<file path="src/logic/serial_settings.svh">
// Byte serializer settings
`ifndef SERIAL_SETTINGS_SVH
`define SERIAL_SETTINGS_SVH

`define SER_WORD_WIDTH  32
`define SER_BYTE_WIDTH  8
`define SER_NUM_CH      2
`define SER_ADDR_WIDTH  4

// Register map
`define SER_REG_CH0     4'h0
`define SER_REG_CH1     4'h4
`define SER_REG_STATUS  4'h8

`endif

</file>
<file path="src/logic/serial_pkg.sv">
// Byte serializer types
`include "serial_settings.svh"

package serial_pkg;

    typedef logic [`SER_WORD_WIDTH-1:0] word_t;
    typedef logic [`SER_BYTE_WIDTH-1:0] byte_t;
    typedef logic [$clog2(`SER_NUM_CH)-1:0] chan_t;
    typedef logic [`SER_ADDR_WIDTH-1:0] reg_addr_t;
    typedef logic [$clog2(`SER_WORD_WIDTH/`SER_BYTE_WIDTH)-1:0] beat_cnt_t;

    typedef enum logic {
        SER_IDLE,
        SER_SHIFT
    } ser_state_t;

    typedef enum logic {
        ARB_FREE,
        ARB_LOCKED
    } arb_state_t;

endpackage

</file>
<file path="src/logic/byte_bus_if.sv">
// Byte stream bus
`timescale 1ns/1ps

interface byte_bus_if;
    import serial_pkg::*;

    logic  valid;
    logic  ready;
    byte_t data;
    // High on the final beat of a word
    logic  last;

    modport source (
        output valid, data, last,
        input  ready
    );

    modport sink (
        input  valid, data, last,
        output ready
    );
endinterface

</file>
<file path="src/logic/apb_word_regs.sv">
// APB word register block
`timescale 1ns/1ps
`include "serial_settings.svh"

module apb_word_regs (
    input  logic                   clk,
    input  logic                   reset,
    input  logic                   psel,
    input  logic                   penable,
    input  logic                   pwrite,
    input  serial_pkg::reg_addr_t  paddr,
    input  serial_pkg::word_t      pwdata,
    output serial_pkg::word_t      prdata,
    output logic                   pslverr,
    output logic [`SER_NUM_CH-1:0] load,
    output serial_pkg::word_t      load_word,
    input  logic [`SER_NUM_CH-1:0] busy
);
    import serial_pkg::*;

    logic                   access;
    logic [`SER_NUM_CH-1:0] sel_ch;
    logic                   sel_status;
    logic                   mapped;
    logic                   busy_hit;
    // Last word accepted per channel, readable back
    word_t                  data_q [`SER_NUM_CH];

    assign access = psel && penable;

    assign sel_ch[0]  = (paddr == `SER_REG_CH0);
    assign sel_ch[1]  = (paddr == `SER_REG_CH1);
    assign sel_status = (paddr == `SER_REG_STATUS);
    assign mapped     = (|sel_ch) || sel_status;

    // Write aimed at a channel still shifting out its word
    assign busy_hit = pwrite && (|(sel_ch & busy));

    assign pslverr = access && (!mapped || busy_hit);

    // One-cycle strobe, only to an idle channel
    assign load      = {`SER_NUM_CH{access && pwrite}} & sel_ch & ~busy;
    assign load_word = pwdata;

    always_comb begin
        prdata = '0;
        if (access && !pwrite) begin
            if (sel_status) begin
                prdata = word_t'(busy);
            end else begin
                for (int i = 0; i < `SER_NUM_CH; i++) begin
                    if (sel_ch[i]) begin
                        prdata = data_q[i];
                    end
                end
            end
        end
    end

    always_ff @(posedge clk or posedge reset) begin
        if (reset) begin
            for (int i = 0; i < `SER_NUM_CH; i++) begin
                data_q[i] <= '0;
            end
        end else begin
            for (int i = 0; i < `SER_NUM_CH; i++) begin
                if (load[i]) begin
                    data_q[i] <= pwdata;
                end
            end
        end
    end

endmodule

</file>
<file path="src/logic/byte_arbiter.sv">
// Round-robin byte arbiter
`timescale 1ns/1ps

module byte_arbiter (
    input  logic              clk,
    input  logic              reset,
    byte_bus_if.sink          ch0,
    byte_bus_if.sink          ch1,
    output logic              byte_valid,
    output serial_pkg::byte_t byte_data,
    output serial_pkg::chan_t byte_chan,
    output logic              byte_last,
    input  logic              byte_ready
);
    import serial_pkg::*;

    arb_state_t state_q;
    chan_t      lock_chan_q;
    chan_t      rr_last_q;
    chan_t      pick;
    chan_t      sel;
    logic       xfer_last;

    // Free choice, the channel not served last wins a tie
    always_comb begin
        if (ch0.valid && ch1.valid) begin
            pick = ~rr_last_q;
        end else if (ch1.valid) begin
            pick = 1'b1;
        end else begin
            pick = 1'b0;
        end
    end

    assign sel = (state_q == ARB_LOCKED) ? lock_chan_q : pick;

    assign byte_valid = sel ? ch1.valid : ch0.valid;
    assign byte_data  = sel ? ch1.data  : ch0.data;
    assign byte_last  = sel ? ch1.last  : ch0.last;
    assign byte_chan  = sel;

    assign ch0.ready = byte_ready && (sel == 1'b0);
    assign ch1.ready = byte_ready && (sel == 1'b1);

    assign xfer_last = byte_valid && byte_ready && byte_last;

    always_ff @(posedge clk or posedge reset) begin
        if (reset) begin
            state_q     <= ARB_FREE;
            lock_chan_q <= 1'b0;
            rr_last_q   <= 1'b1;
        end else begin
            case (state_q)
                ARB_FREE: begin
                    // Lock on the first valid beat so a stalled beat keeps its source
                    if (xfer_last) begin
                        rr_last_q <= sel;
                    end else if (byte_valid) begin
                        state_q     <= ARB_LOCKED;
                        lock_chan_q <= sel;
                    end
                end
                ARB_LOCKED: begin
                    if (xfer_last) begin
                        state_q   <= ARB_FREE;
                        rr_last_q <= lock_chan_q;
                    end
                end
                default: state_q <= ARB_FREE;
            endcase
        end
    end

endmodule

</file>
<file path="src/logic/serial_tx_top.sv">
// Two-channel byte serializer top
`timescale 1ns/1ps
`include "serial_settings.svh"

module serial_tx_top (
    input  logic                  clk,
    input  logic                  reset,
    input  logic                  psel,
    input  logic                  penable,
    input  logic                  pwrite,
    input  serial_pkg::reg_addr_t paddr,
    input  serial_pkg::word_t     pwdata,
    output serial_pkg::word_t     prdata,
    output logic                  pslverr,
    output logic                  byte_valid,
    output serial_pkg::byte_t     byte_data,
    output serial_pkg::chan_t     byte_chan,
    output logic                  byte_last,
    input  logic                  byte_ready
);
    import serial_pkg::*;

    logic [`SER_NUM_CH-1:0] load;
    logic [`SER_NUM_CH-1:0] busy;
    word_t                  load_word;

    byte_bus_if ch0_bus ();
    byte_bus_if ch1_bus ();

    apb_word_regs regs (
        .clk       (clk),
        .reset     (reset),
        .psel      (psel),
        .penable   (penable),
        .pwrite    (pwrite),
        .paddr     (paddr),
        .pwdata    (pwdata),
        .prdata    (prdata),
        .pslverr   (pslverr),
        .load      (load),
        .load_word (load_word),
        .busy      (busy)
    );

    width_reducer #(
        .IN_WIDTH  (`SER_WORD_WIDTH),
        .OUT_WIDTH (`SER_BYTE_WIDTH)
    ) ch0_red (
        .clk       (clk),
        .reset     (reset),
        .load      (load[0]),
        .load_word (load_word),
        .busy      (busy[0]),
        .bus       (ch0_bus.source)
    );

    width_reducer #(
        .IN_WIDTH  (`SER_WORD_WIDTH),
        .OUT_WIDTH (`SER_BYTE_WIDTH)
    ) ch1_red (
        .clk       (clk),
        .reset     (reset),
        .load      (load[1]),
        .load_word (load_word),
        .busy      (busy[1]),
        .bus       (ch1_bus.source)
    );

    byte_arbiter arb (
        .clk        (clk),
        .reset      (reset),
        .ch0        (ch0_bus.sink),
        .ch1        (ch1_bus.sink),
        .byte_valid (byte_valid),
        .byte_data  (byte_data),
        .byte_chan  (byte_chan),
        .byte_last  (byte_last),
        .byte_ready (byte_ready)
    );

endmodule

</file>
<file path="src/logic/width_reducer.sv">
// Word to byte width reducer
`timescale 1ns/1ps

module width_reducer #(
    parameter int IN_WIDTH  = 32,
    // IN_WIDTH must be a multiple of this
    parameter int OUT_WIDTH = 8
) (
    input  logic                clk,
    input  logic                reset,
    input  logic                load,
    input  logic [IN_WIDTH-1:0] load_word,
    output logic                busy,
    byte_bus_if.source          bus
);
    import serial_pkg::*;

    localparam int RATIO = IN_WIDTH / OUT_WIDTH;
    localparam int CNT_W = (RATIO > 1) ? $clog2(RATIO) : 1;

    ser_state_t          state_q;
    logic [IN_WIDTH-1:0] shift_q;
    logic [CNT_W-1:0]    beat_q;
    logic                valid_q;
    logic                last_beat;
    logic                xfer;

    assign last_beat = (beat_q == CNT_W'(RATIO - 1));
    assign xfer      = valid_q && bus.ready;

    assign busy      = (state_q != SER_IDLE);
    assign bus.valid = valid_q;
    assign bus.data  = byte_t'(shift_q[OUT_WIDTH-1:0]);
    assign bus.last  = valid_q && last_beat;

    always_ff @(posedge clk or posedge reset) begin
        if (reset) begin
            state_q <= SER_IDLE;
            beat_q  <= '0;
            valid_q <= 1'b0;
        end else begin
            case (state_q)
                SER_IDLE: begin
                    if (load) begin
                        state_q <= SER_SHIFT;
                        beat_q  <= '0;
                    end
                end
                SER_SHIFT: begin
                    // First beat goes out the cycle after capture
                    if (!valid_q) begin
                        valid_q <= 1'b1;
                    end else if (xfer) begin
                        if (last_beat) begin
                            state_q <= SER_IDLE;
                            valid_q <= 1'b0;
                        end else begin
                            beat_q <= beat_q + 1'b1;
                        end
                    end
                end
                default: state_q <= SER_IDLE;
            endcase
        end
    end

    always_ff @(posedge clk) begin
        if (state_q == SER_IDLE && load) begin
            shift_q <= load_word;
        end else if (xfer) begin
            shift_q <= shift_q >> OUT_WIDTH;
        end
    end

endmodule

</file>
<file path="config.mk">
export PLATFORM = sky130hd
export DESIGN_NAME = serial_tx_top
export DESIGN_NICKNAME = d
export VERILOG_FILES = /design/src/logic/serial_pkg.sv /design/src/logic/byte_bus_if.sv /design/src/logic/apb_word_regs.sv /design/src/logic/byte_arbiter.sv /design/src/logic/serial_tx_top.sv /design/src/logic/width_reducer.sv
export VERILOG_INCLUDE_DIRS = /design/src /design/src/logic
export SDC_FILE = /design/constraint.sdc
export NUM_CORES = 1
export LEC_CHECK = 0
export ABC_CLOCK_PERIOD_IN_PS = 4700
export BUFFER_PORTS_ARGS = -buffer_cell sky130_fd_sc_hd__buf_2
export CAP_MARGIN = 25
export CORE_ASPECT_RATIO = 0.7
export CORE_MARGIN = 8
export CORE_UTILIZATION = 55
export DETAILED_ROUTE_END_ITERATION = 7
export PLACE_DENSITY = 0.77
export SYNTH_ARGS = -nofsm -noshare
export SYNTH_HDL_FRONTEND = slang
export SYNTH_SLANG_ARGS = --single-unit
</file>
<file path="constraint.sdc">
create_clock -name clk -period 4.7 [get_ports clk]
set_clock_uncertainty 0.05 [all_clocks]
set_input_delay 0.47 -clock clk [delete_from_list [all_inputs] [get_ports clk]]
set_output_delay 0.47 -clock clk [all_outputs]
set_load 0.02 [all_outputs]
</file>
==> summary.txt <==
Remaining antenna violation count after routing: 0
Post-synthesis cell type count: 45
Final setup TNS: 0 ns
Clock edge transition at the registers on the reported setup and hold paths: 0.06 ns
Number of warning messages in the yosys log: 0
Number of global-route vias before repair: 4273
Initial antenna violation count: 0
Critical path capture point type: output pin
DIE WIDTH: 145 um
Aggregate routed wire length: 13800 um
Largest buffer count on any clock path: 2
Pwr Density: 496 mW/mm^2
Ys flop type: sky130_fd_sc_hd__dfrtp_1
Core utilization of the finished layout: 66.0%
Global router's overall resource usage: 18.6%
Starting utilization of the core area: 55.6%
Total of hold buffers inserted after clock tree synthesis: 0
Detailed-route wire length per cell: 20.0 um
Post-DP HPWL: 8940 um
Die outline area: 0.0155 mm^2
Synthesis-to-layout area growth: 18.7%
GR met2 Demand/Resource: 28.1%
Min-Delay Path Class: in -> async
Number of pins with negative max-slew slack in the final report: 0
Peak ir drop on the vdd network: 303 uV
# setup viols final: 0
Area of the multi-input gates: 0.00244 mm^2
Final Hold Viols: 0
Flip-flop and latch count after synthesis: 139
Crit path DAT: 2.46 ns
Post-Syn Nets: 481
Worst-margin pin slew: 0.843 ns
Clk Tree Root Cell: sky130_fd_sc_hd__clkbuf_16
I/O pin total: 86
Clock insertion delay at the later pin of the skew report: 0.41 ns
Via count: 3974
Fmax: 336 MHz
Crit Path Max Fanout: 30
Detailed Route Iter0 Violations: 261
Portion of the clock cycle consumed by the worst path in the final layout: 63.3%
Global-route track usage on met1: 24.6%
Average cell area after synthesis: 14.7 um^2
Post-Synthesis Cells: 437
Required time of the critical path: 4.18 ns
Vias per cell: 5.74
Number of detailed-route iterations in the first pass: 6
Port bufs: 85
Sum of overflow across all layers after global routing: 0
Global-route wire length before repair: 22800 um
TritonCTS Buffers: 17
Leading cell types in the layout, fill and taps excluded: sky130_fd_sc_hd__mux2_2, sky130_fd_sc_hd__buf_2, sky130_fd_sc_hd__dfrtp_1, sky130_fd_sc_hd__edfxtp_1
Leakage power summed over all cells: 3.26 nW
Residual DRC: 0
Register area share after synthesis: 59.1%
Count of fill cells added during filler insertion: 848
Maximum number of pins on one net before global-route repair: 65
Global-route track usage on met3: 5.90%
Cell area after synthesis: 0.00643 mm^2
Start-to-end type of the worst setup path: in -> out
Post-CTS setup buffer count: 0
Number of sinks driven by the clock tree: 139
DIE HEIGHT: 106 um
Number of max-cap violations: 0
Number of flops mapped to enable cells by yosys: 64
Proportion of register bits with asynchronous set or reset after synthesis: 54.0%
Min cycle time layout: 2.98 ns
Post_cts resized: 0
Sequential cell area in the final layout: 0.00380 mm^2
Placement row count: 33
Remaining max-slew budget at the tightest pin: 43.8%
Outcome: finished clean
Type of element launching the critical path: input pin
Antenna diode count: 0
Core area: 0.0116 mm^2
H-tree Lvls: 4
Layout cells sized above 1: 48.0%
Routability cong.: 0.790
Net count, final: 566
RSZ-0062 raised after global routing: no
Clock tree from TritonCTS: done
Most common cell after layout, fill and taps aside: sky130_fd_sc_hd__mux2_2
Peak-usage layer in the global routing report: met2
## through the flow
step                      std cells  hold slack [ns]  cell area (um^2)  total power [mW]  setup slack (ns)
after floorplan                 437            0.395              6430              2.13             0.665
after global placement          659            0.416              6950              2.32              1.78
after detailed placement        660            0.441              6980              2.37              1.71
after CTS                       692            0.172              7630              3.81              1.73
after global routing            692            0.223              7630              3.95              1.64
final                           692            0.152              7630              3.79              1.72
## critical path, stage by stage
cell and delay [ns]:
sky130_fd_sc_hd__buf_2 0.16, sky130_fd_sc_hd__or4b_2 0.73, sky130_fd_sc_hd__or3b_2 0.73, sky130_fd_sc_hd__nor2_1 0.15, sky130_fd_sc_hd__buf_2 0.20
## sequential cells by signal (all words and copies together), names as in the netlist, 2 cells and up
name,cells
regs.data_q,64
ch0_red.shift_q,32
ch1_red.shift_q,32
ch0_red.beat_q,2
ch1_red.beat_q,2
## kinds of logic (layout without fill, tap and decap cells)
family	after synthesis	in the layout	share of synthesized area, %
compound gates	60	60	6.87
fa+ha+maj	2	2	0.389
buf+inv	33	131	3.35
flops	139	139	59.1
mux	126	126	23.7
simple gates	77	77	6.58
## cell usage after synthesis, drive strengths merged (10+ instances only)
cell    number  share of area [%]
a22oi       32                3.7
dfrtp       74                 29
nor2        33                2.0
buf         18                2.5
mux2       121                 23
clkbuf      10               0.58
edfxtp      64                 30
and2        17                1.7
## worst paths after layout
| path | startpoint | end | slack (ns) | depth (start not counted) |
|---|---|---|---|---|
| min in group clk | pwdata[30] | regs.data_q[30] | 0.28 | 2 |
| min | reset | regs.data_q[56] | 0.15 | 2 |
| min reg2reg | ch1_red.beat_q[0] | ch1_red.beat_q[0] | 0.44 | 1 |
| max in group asynchronous | reset | arb.rr_last_q | 3.41 | 3 |
| max | paddr[2] | prdata[31] | 1.72 | 5 |
| max reg2reg | ch0_red.busy | ch0_red.shift_q[13] | 2.13 | 4 |
## metal layers
metal	share of wire (%)	wire length (um)
met1	45	6170
met5	0	0
met3	7.9	1090
met4	1.8	250
met2	46	6340
## layout make-up
type,instances,share of cell area (%)
Clock inverter,9,1.72
Timing Repair Buffer,94,6.89
Clock buffer,23,6.81
Tap cell,157,2.57
Inverter,5,0.246
Multi-Input combinational cell,265,32.0
Sequential cell,139,49.8
## where the power goes
part	leakage, nW	internal (mW)	switching (mW)
Clock	0.314	0.936	0.497
Sequential	1.60	1.55	0.111
Combinational	1.35	0.318	0.374
Total	3.26	2.80	0.982
No activity file was read; power rests on OpenSTA's default activity.
